<file path="src/source/convCtrlPkg.sv">
package convCtrlPkg;

    // Controller states
    typedef enum logic [1:0] {
        IDLE  = 2'd0,                           // Waiting for cStart
        RUN   = 2'd1,                           // Popping samples
        DRAIN = 2'd2                            // Intake empty, waiting on in-flight items
    } ctrlStateT;

    // Cycles from a pop edge to the result write edge
    // Pop at t, window shift at t+1, products at t+2, sum and write at t+3
    parameter int PIPE_DEPTH = 3;

endpackage

</file>
<file path="src/source/convDataPkg.sv">
package convDataPkg;

    // Word widths shared by the whole datapath
    parameter int DATA_W = 16;                  // Sample, coefficient and result width
    parameter int PROD_W = 2 * DATA_W;          // Full width of one tap product

    // One unsigned sample word
    typedef logic [DATA_W-1:0] sampleT;         // Also the result word in the output FIFO

    // Intake FIFO payload
    typedef struct packed {
        logic   lineStart;                      // High on the first sample of a line
        sampleT sample;                         // Sample value
    } taggedSampleT;

    // Layout of taggedSampleT is {lineStart, sample}
    // MSB is the tag so a 17 bit dump reads as tag then value

endpackage

</file>
<file path="src/source/adderTree.sv">
module adderTree import convDataPkg::*; #(
    parameter int TAPS = 3                      // Number of products to add
) (
    input  logic                         Clk,
    input  logic                         rst,
    input  logic [TAPS-1:0][PROD_W-1:0]  products,  // Tap products from macArray
    input  logic                         prodValid, // Product set is a real result
    output logic                         resWr,     // Output FIFO write strobe
    output sampleT                       resData    // Truncated sum
);

    logic [PROD_W-1:0] sumFull;                 // Sum of all taps, wraps at PROD_W

    // Balanced in synthesis, written as a running sum
    always_comb begin
        sumFull = '0;
        for (int i = 0; i < TAPS; i++) begin
            sumFull = sumFull + products[i];
        end
    end

    // Low bits of the wrapped sum equal the true sum modulo 2^DATA_W
    always_ff @(posedge Clk) begin
        resData <= sumFull[DATA_W-1:0];         // Keep DATA_W low bits
    end

    always_ff @(posedge Clk) begin
        if (rst) begin
            resWr <= 1'b0;
        end else begin
            resWr <= prodValid;                 // One write per valid product set
        end
    end

endmodule

</file>
<file path="src/source/convAccelerator.sv">
module convAccelerator import convDataPkg::*, convCtrlPkg::*; #(
    parameter int TAPS      = 3,                // Window length
    parameter int IN_DEPTH  = 16,               // Intake FIFO entries
    parameter int OUT_DEPTH = 16,               // Output FIFO entries
    localparam int SEL_W    = (TAPS > 1) ? $clog2(TAPS) : 1
) (
    input  logic             Clk,
    input  logic             rst,
    input  sampleT           sampleIn,          // Sample from the external device
    input  logic             newline,           // First sample of a line
    input  logic             sampleWr,          // Sample write strobe
    output logic             inFull,            // Device must stop writing
    output logic             inEmpty,
    input  logic             coefWr,            // Coefficient write strobe
    input  logic [SEL_W-1:0] coefSel,           // Coefficient index
    input  sampleT           coefIn,            // Coefficient value
    input  logic             cStart,            // Start pulse
    output logic             cBusy,             // Accelerator running
    output logic             cReady,            // Completion pulse
    input  logic             resultRd,          // Result read strobe
    output sampleT           resultOut,         // Result, valid after the read edge
    output logic             outFull,
    output logic             outEmpty
);

    taggedSampleT                inWord;        // Sample tagged with its line start
    taggedSampleT                popData;       // Intake FIFO read data
    logic                        pop;
    logic                        shiftEn;
    logic                        outLowSpace;
    logic [TAPS-1:0][PROD_W-1:0] products;
    logic                        prodValid;
    logic                        resWr;
    sampleT                      resData;

    assign inWord = '{lineStart: newline, sample: sampleIn};

    syncFifo #(.payloadT(taggedSampleT), .DEPTH(IN_DEPTH), .MARGIN(1)) intakeFifo (
        .Clk(Clk), .rst(rst),
        .wrEn(sampleWr), .wrData(inWord), .full(inFull),
        .rdEn(pop), .rdData(popData), .empty(inEmpty),
        .lowSpace()                             // Device uses inFull only
    );

    // Margin covers the pipeline, the result register and the pop decided this cycle
    syncFifo #(.payloadT(sampleT), .DEPTH(OUT_DEPTH), .MARGIN(PIPE_DEPTH + 2)) outFifo (
        .Clk(Clk), .rst(rst),
        .wrEn(resWr), .wrData(resData), .full(outFull),
        .rdEn(resultRd), .rdData(resultOut), .empty(outEmpty),
        .lowSpace(outLowSpace)
    );

    convController controller (
        .Clk(Clk), .rst(rst), .cStart(cStart),
        .inEmpty(inEmpty), .outLowSpace(outLowSpace),
        .pop(pop), .shiftEn(shiftEn), .cBusy(cBusy), .cReady(cReady)
    );

    macArray #(.TAPS(TAPS), .SEL_W(SEL_W)) macArr (
        .Clk(Clk), .rst(rst),
        .coefWr(coefWr), .coefSel(coefSel), .coefIn(coefIn), .cBusy(cBusy),
        .shiftEn(shiftEn), .popData(popData),
        .products(products), .prodValid(prodValid)
    );

    adderTree #(.TAPS(TAPS)) adder (
        .Clk(Clk), .rst(rst),
        .products(products), .prodValid(prodValid),
        .resWr(resWr), .resData(resData)
    );

endmodule

</file>
<file path="src/source/convController.sv">
module convController import convCtrlPkg::*; (
    input  logic Clk,
    input  logic rst,
    input  logic cStart,                        // Start pulse, honoured in IDLE only
    input  logic inEmpty,                       // Intake FIFO empty
    input  logic outLowSpace,                   // Output FIFO cannot absorb a full pipeline
    output logic pop,                           // Intake FIFO read strobe
    output logic shiftEn,                       // Window shift, one cycle after a pop
    output logic cBusy,                         // High outside IDLE
    output logic cReady                         // One cycle pulse on completion
);

    ctrlStateT             state;
    ctrlStateT             nextState;
    logic [PIPE_DEPTH-1:0] inFlight;            // One bit per pop still in the pipeline
    logic                  drained;             // Nothing left between pop and write
    logic                  finish;              // DRAIN exit to IDLE this cycle

    assign drained = (inFlight == '0);
    assign finish  = (state == DRAIN) && inEmpty && drained;

    // Pops only in RUN, and only with room downstream
    assign pop = (state == RUN) && !inEmpty && !outLowSpace;

    // Popped word reaches the macArray input one edge later
    assign shiftEn = inFlight[0];

    assign cBusy = (state != IDLE);             // Rises the cycle after cStart

    // Next state
    always_comb begin
        nextState = state;
        case (state)
            IDLE: begin
                if (cStart) begin
                    nextState = RUN;
                end
            end
            RUN: begin
                if (inEmpty) begin
                    nextState = DRAIN;          // Wait for the pipeline to empty
                end
            end
            DRAIN: begin
                if (!inEmpty) begin
                    nextState = RUN;            // Late samples resume popping
                end else if (drained) begin
                    nextState = IDLE;
                end
            end
            default: nextState = IDLE;
        endcase
    end

    always_ff @(posedge Clk) begin
        if (rst) begin
            state    <= IDLE;
            inFlight <= '0;
            cReady   <= 1'b0;
        end else begin
            state    <= nextState;
            inFlight <= {inFlight[PIPE_DEPTH-2:0], pop}; // Bit leaves as the result is written
            cReady   <= finish;                 // Single pulse, state is IDLE by then
        end
    end

    // Completion is never flagged while work is still being taken in
    readyNotWithPop: assert property (@(posedge Clk) disable iff (rst) !(cReady && pop))
        else $error("convController cReady together with pop");

endmodule

</file>
<file path="src/source/macArray.sv">
module macArray import convDataPkg::*; #(
    parameter int TAPS  = 3,                    // Window length and coefficient count
    parameter int SEL_W = 2                     // Coefficient select width
) (
    input  logic                         Clk,
    input  logic                         rst,
    input  logic                         coefWr,    // Coefficient write strobe
    input  logic [SEL_W-1:0]             coefSel,   // Coefficient index
    input  sampleT                       coefIn,    // Coefficient value
    input  logic                         cBusy,     // Controller busy
    input  logic                         shiftEn,   // Shift popData into the window
    input  taggedSampleT                 popData,   // Intake FIFO read data
    output logic [TAPS-1:0][PROD_W-1:0]  products,  // Registered tap products
    output logic                         prodValid  // Products come from a full window
);

    localparam int FILL_W = $clog2(TAPS + 1);

    sampleT            coef [TAPS];             // Coefficient registers
    sampleT            win  [TAPS];             // win[0] is the newest sample
    logic [FILL_W-1:0] fillCnt;                 // Samples of the current line in the window
    logic              shiftD;                  // Shift happened last edge

    // Coefficients, written only while idle
    always_ff @(posedge Clk) begin
        if (rst) begin
            for (int i = 0; i < TAPS; i++) begin
                coef[i] <= '0;
            end
        end else if (coefWr && !cBusy && int'(coefSel) < TAPS) begin
            coef[coefSel] <= coefIn;            // Out of range selects are ignored
        end
    end

    // Sample window and line fill tracking
    always_ff @(posedge Clk) begin
        if (rst) begin
            for (int i = 0; i < TAPS; i++) begin
                win[i] <= '0;
            end
            fillCnt <= '0;
            shiftD  <= 1'b0;
        end else begin
            shiftD <= shiftEn;
            if (shiftEn) begin
                win[0] <= popData.sample;
                for (int i = 1; i < TAPS; i++) begin
                    win[i] <= win[i-1];         // Older samples move up one slot
                end
                if (popData.lineStart) begin
                    fillCnt <= FILL_W'(1);      // New line restarts the count
                end else if (fillCnt != FILL_W'(TAPS)) begin
                    fillCnt <= fillCnt + 1'b1;  // Saturates at TAPS
                end
            end
        end
    end

    // Product stage
    always_ff @(posedge Clk) begin
        for (int i = 0; i < TAPS; i++) begin
            products[i] <= PROD_W'(coef[i]) * PROD_W'(win[i]); // coef i times sample n-i
        end
    end

    always_ff @(posedge Clk) begin
        if (rst) begin
            prodValid <= 1'b0;
        end else begin
            prodValid <= shiftD && (fillCnt == FILL_W'(TAPS)); // Full window of this line only
        end
    end

    coefOnlyWhenIdle: assert property (@(posedge Clk) disable iff (rst) !(coefWr && cBusy))
        else $error("macArray coefficient write while busy");

endmodule

</file>
<file path="src/source/syncFifo.sv">
module syncFifo #(
    parameter type payloadT = logic [15:0],     // Word type stored in the buffer
    parameter int  DEPTH    = 16,               // Number of entries
    parameter int  MARGIN   = 1                 // lowSpace threshold in free entries
) (
    input  logic    Clk,
    input  logic    rst,
    input  logic    wrEn,                       // Write strobe
    input  payloadT wrData,                     // Write data
    output logic    full,                       // No free entries
    input  logic    rdEn,                       // Read strobe
    output payloadT rdData,                     // Registered read data
    output logic    empty,                      // No stored entries
    output logic    lowSpace                    // Fewer than MARGIN free entries
);

    localparam int PTR_W = (DEPTH > 1) ? $clog2(DEPTH) : 1;
    localparam int CNT_W = $clog2(DEPTH + 1);

    payloadT          mem [DEPTH];              // Storage array
    logic [PTR_W-1:0] wrPtr;                    // Next slot to write
    logic [PTR_W-1:0] rdPtr;                    // Next slot to read
    logic [CNT_W-1:0] count;                    // Occupancy
    logic             doWr;
    logic             doRd;

    assign doWr = wrEn && !full;                // Writes into a full buffer are dropped
    assign doRd = rdEn && !empty;               // Reads of an empty buffer are ignored

    // Pointers and occupancy
    always_ff @(posedge Clk) begin
        if (rst) begin
            wrPtr <= '0;
            rdPtr <= '0;
            count <= '0;
        end else begin
            if (doWr) begin
                wrPtr <= (wrPtr == PTR_W'(DEPTH - 1)) ? '0 : wrPtr + 1'b1; // Wrap at DEPTH
            end
            if (doRd) begin
                rdPtr <= (rdPtr == PTR_W'(DEPTH - 1)) ? '0 : rdPtr + 1'b1;
            end
            case ({doWr, doRd})
                2'b10:   count <= count + 1'b1; // Write only
                2'b01:   count <= count - 1'b1; // Read only
                default: count <= count;        // Both or neither
            endcase
        end
    end

    always_ff @(posedge Clk) begin
        if (doWr) begin
            mem[wrPtr] <= wrData;
        end
        if (doRd) begin
            rdData <= mem[rdPtr];               // Holds until the next read
        end
    end

    assign full     = (count == CNT_W'(DEPTH));
    assign empty    = (count == '0);
    assign lowSpace = (DEPTH - int'(count)) < MARGIN; // Free entries below margin

    noWriteWhenFull: assert property (@(posedge Clk) disable iff (rst) !(wrEn && full))
        else $error("syncFifo write while full, word dropped");
    noReadWhenEmpty: assert property (@(posedge Clk) disable iff (rst) !(rdEn && empty))
        else $error("syncFifo read while empty");

endmodule

</file>
<file path="config.mk">
export PLATFORM = sky130hd
export DESIGN_NAME = convAccelerator
export DESIGN_NICKNAME = d
export VERILOG_FILES = /design/src/source/convCtrlPkg.sv /design/src/source/convDataPkg.sv /design/src/source/adderTree.sv /design/src/source/convAccelerator.sv /design/src/source/convController.sv /design/src/source/macArray.sv /design/src/source/syncFifo.sv
export SDC_FILE = /design/constraint.sdc
export NUM_CORES = 2
export LEC_CHECK = 0
export BUFFER_PORTS_ARGS = -buffer_cell sky130_fd_sc_hd__buf_2
export CAP_MARGIN = 0
export CORE_ASPECT_RATIO = 0.9
export CORE_MARGIN = 5
export CORE_UTILIZATION = 55
export CTS_CLUSTER_SIZE = 25
export DETAILED_ROUTE_END_ITERATION = 6
export GPL_ROUTABILITY_DRIVEN = 0
export PLACE_DENSITY = 0.71
export SLEW_MARGIN = 20
export SYNTH_ARGS = -nofsm -noshare
export SYNTH_HDL_FRONTEND = slang
export SYNTH_SLANG_ARGS = --single-unit
</file>
<file path="constraint.sdc">
create_clock -name Clk -period 9.7 [get_ports Clk]
set_input_delay 0 -clock Clk [delete_from_list [all_inputs] [get_ports Clk]]
set_output_delay 0 -clock Clk [all_outputs]
set_load 0.01 [all_outputs]
</file>
==> results.toml <==
[status]
outcome = "finished, final reports clean"

[clocking]
post-cts-setup-buffers = 0
path_clk_slew_ns = 0.06
cts_root_buffer = "clkbuf_16"
cts_buffer_depth = 3
clock_latency_ns = 0.63
numCtsBuffers = 78
cts_sinks = 757
htreeDepth = 3
cts_tree = "built"

[synth]
synth_cell_types = 55
synth_seq_cells = 757
synthCells = 2853
synth_edf_count = 657
async_flop_share = 0
synthesis.area_um2 = 40600
synth_nets = 3334
ys_warn_count = 0
yosysSeqAreaShare = 0.535
synth_ff_type = "edfxtp_1"
avgSynthCellArea_um2 = 14.2

[global_route]
antenna_found_initial = 2
overflow = 0
grt_max_degree = 73
grt_first_pass_wirelength_um = 136000
grt_usage = 0.224
grt_pass1_vias = 24100

[place]
io_buffers = 62
dp.cells = 3808
dp_hpwl_um = 57700
dp_slack_ns = 4.03
placed_cell_area_um2 = 42100

[timing]
rsz0062_at_grt = "false"
finalHoldViolCount = 0
tns_ns = 0
period_share = 0.591
final-setup-viol-count = 0
report.final.slew_viol_count = 0
fin_ws_ns = 3.97
relSlewSlack = 0.307
fmax_ghz = 0.174
worst_pin_slew_ns = 1.04
finalClockSkew_ns = 0.0202
period_needed_ns = 5.73

[setup_path]
crit_type = "reg -> reg"
worstPathMaxFanout = 15
critPathMostFrequentCell = "fa_1"
path_buf_inv = 2
slowest_stage = "edfxtp_1"
critical_path_required_ns = 10.25
crit_chain = "and2_1 > fa_1 > fa_1 > ha_1 > fa_1 > inv_1 > fa_1 > fa_1 > inv_1 > ha_1 > and3_1 > a221o_1 > o41ai_1 > o21ai_0 > a21oi_1 > xnor2_1"
slowest_delay_ns = 0.72
end_kind = "flip-flop"
worst-endpoint-arrival_ns = 6.28
critical-path-top-delay-family = "adder cells"
start_kind = "flip-flop"

[layout]
area_delta_synth_final_pct = 11.3
layout_commonest_cell = "edfxtp_1"
drive_gt1_frac = 0.142
final_cells = 3999
nNetsFinal = 3454
final_cell_mix = "657 x edfxtp_1, 374 x inv_1, 305 x and2_1, 258 x fa_1, 236 x nand2_1"
stdcell_area_um2 = 45200

[drt]
wl_per_cell_um = 21.6
first_pass_iters = 5
ant_nets = 0
drc = 0
drtIter0Drc = 1821
vias = 22600
wirelength_um = 86400
vias_per_cell = 5.66

[floorplanning]
ios = 63
rows = 94
start_util = 0.556
dieArea_um2 = 79400
core-area_um2 = 73200
die_y_um = 268
dieWidth_um = 297

[hold_path]
min_path_type = "in -> reg"

[pwr]
pwr-share-clk = 0.268
power_density_nw_per_um2 = 252
switching_share = 0.341
p_sw_mw = 3.88
leakage_nw = 17.1
p_comb_frac = 0.351
power_mw = 11.4
seqPwrFrac = 0.382
ir_worst_vdd_v = 0.000228
p_int_mw = 7.50

[flow_run]
max_cap_violations = 0
final timing paths:
kind | startpoint | end | slack [ns] | depth (start not counted)
max | macArr.win[0][2] | macArr.products[13] | 3.97 | 16
min | resultRd | outFifo.rdPtr[1] | 0.28 | 5
max reg2reg | macArr.win[0][2] | macArr.products[13] | 3.97 | 16
min reg2reg | macArr.prodValid | adder.resWr | 0.46 | 1
metrics by stage:
stage / utilization / hold slack, ns
2_1_floorplan: - / 0.0791
3_5_place_dp: 0.576 / 0.360
6_report: 0.618 / 0.284
4_1_cts: 0.618 / 0.249
5_1_grt: 0.618 / 0.290
3_3_place_gp: 0.576 / 0.358
cell usage after synthesis (4+ instances only):
cell type,count,area share
ha_1,182,0.056
a211oi_1,7,0.0013
a21o_1,12,0.0022
nand2b_1,11,0.0017
edfxtp_1,657,0.49
and2_1,305,0.047
nor2b_1,12,0.0018
a21oi_1,54,0.0067
nand3_1,10,0.0012
or3_1,5,0.00077
nand2_1,236,0.022
buf_2,9,0.0011
clkbuf_1,97,0.0090
nor3b_1,4,0.00074
and3_1,8,0.0012
o41ai_1,4,0.00086
nor2_1,72,0.0067
o21a_1,6,0.0011
dfxtp_1,100,0.049
a311oi_1,6,0.0013
inv_1,374,0.035
nor3_1,31,0.0038
or2_2,9,0.0014
a2111oi_0,4,0.00086
o211ai_1,4,0.00074
nand3b_1,4,0.00074
o21ai_0,27,0.0033
buf_1,6,0.00055
xor2_1,38,0.0082
nor4_1,5,0.00077
xnor2_1,94,0.020
fa_1,258,0.13
mux4_2,165,0.091
tightest hold or removal path, stage by stage:
cell and delay, ns:
dlygate4sd3_1 0.52, buf_2 0.10, nand2b_1 0.10, nand2_1 0.09
a21oi_1 0.06
sequential cells by signal, summed over array words and instances, names as in the netlist, 3 cells and up:
| signal | flops |
|---|---|
| outFifo.count | 5 |
| outFifo.wrPtr | 4 |
| outFifo.mem | 256 |
| outFifo.rdPtr | 4 |
| macArr.products | 48 |
| macArr.win | 48 |
| controller.inFlight | 3 |
| intakeFifo.rdData | 17 |
| outFifo.rdData | 16 |
| macArr.coef | 48 |
| adder.resData | 16 |
| intakeFifo.count | 5 |
| intakeFifo.wrPtr | 4 |
| intakeFifo.rdPtr | 4 |
| intakeFifo.mem | 272 |
logic make-up (layout without fill, tap and decap cells):
| group | Yosys count | in the layout | synth area share |
|---|---|---|---|
| fa+ha+maj | 440 | 440 | 0.183 |
| buf+inv | 486 | 670 | 0.0452 |
| other cells | 0 | 2 | 0 |
| mux | 168 | 168 | 0.0922 |
| xor+xnor | 135 | 135 | 0.0301 |
| simple gates | 724 | 724 | 0.0920 |
| flops | 757 | 757 | 0.535 |
| compound gates | 143 | 143 | 0.0227 |
timing repair:
| item | 4_1_cts | 5_1_grt |
|---|---|---|
| gates resized for setup | 0 | 0 |
| endpoints found under the hold margin | 341 | 0 |
| hold buffers | 45 | 0 |
routing by layer:
metal / track usage / vias to the layer above / share of wire
li1: - / 10100 / -
met1: 0.307 / 11700 / 0.41
met2: 0.378 / 725 / 0.50
met3: 0.0361 / 160 / 0.062
met4: 0.0626 / 0 / 0.028
met5: 0 / - / 0
power by group through the flow:
| stage | Sequential (mW) | Clock, mW | Combinational (mW) |
|---|---|---|---|
| 3_3_place_gp | 4.39 | 0 | 3.85 |
| 5_1_grt | 4.39 | 3.25 | 4.47 |
| 2_1_floorplan | 4.19 | 0 | 3.04 |
| 6_report | 4.35 | 3.05 | 3.99 |
| 3_5_place_dp | 4.41 | 0 | 3.98 |
| 4_1_cts | 4.35 | 3.10 | 4.04 |
final cells by class:
class                   instances  area (um2)
fillers                      5355       27900
diodes                          2        5.00
clock buffers                  99        2120
inverters                     374        1400
multi-input cells            1610       17100
repair buffers                152        1100
clock inverters                45         518
well taps                     960        1200
flip-flops and latches        757       21700
Power figures use the tool's default switching activity.
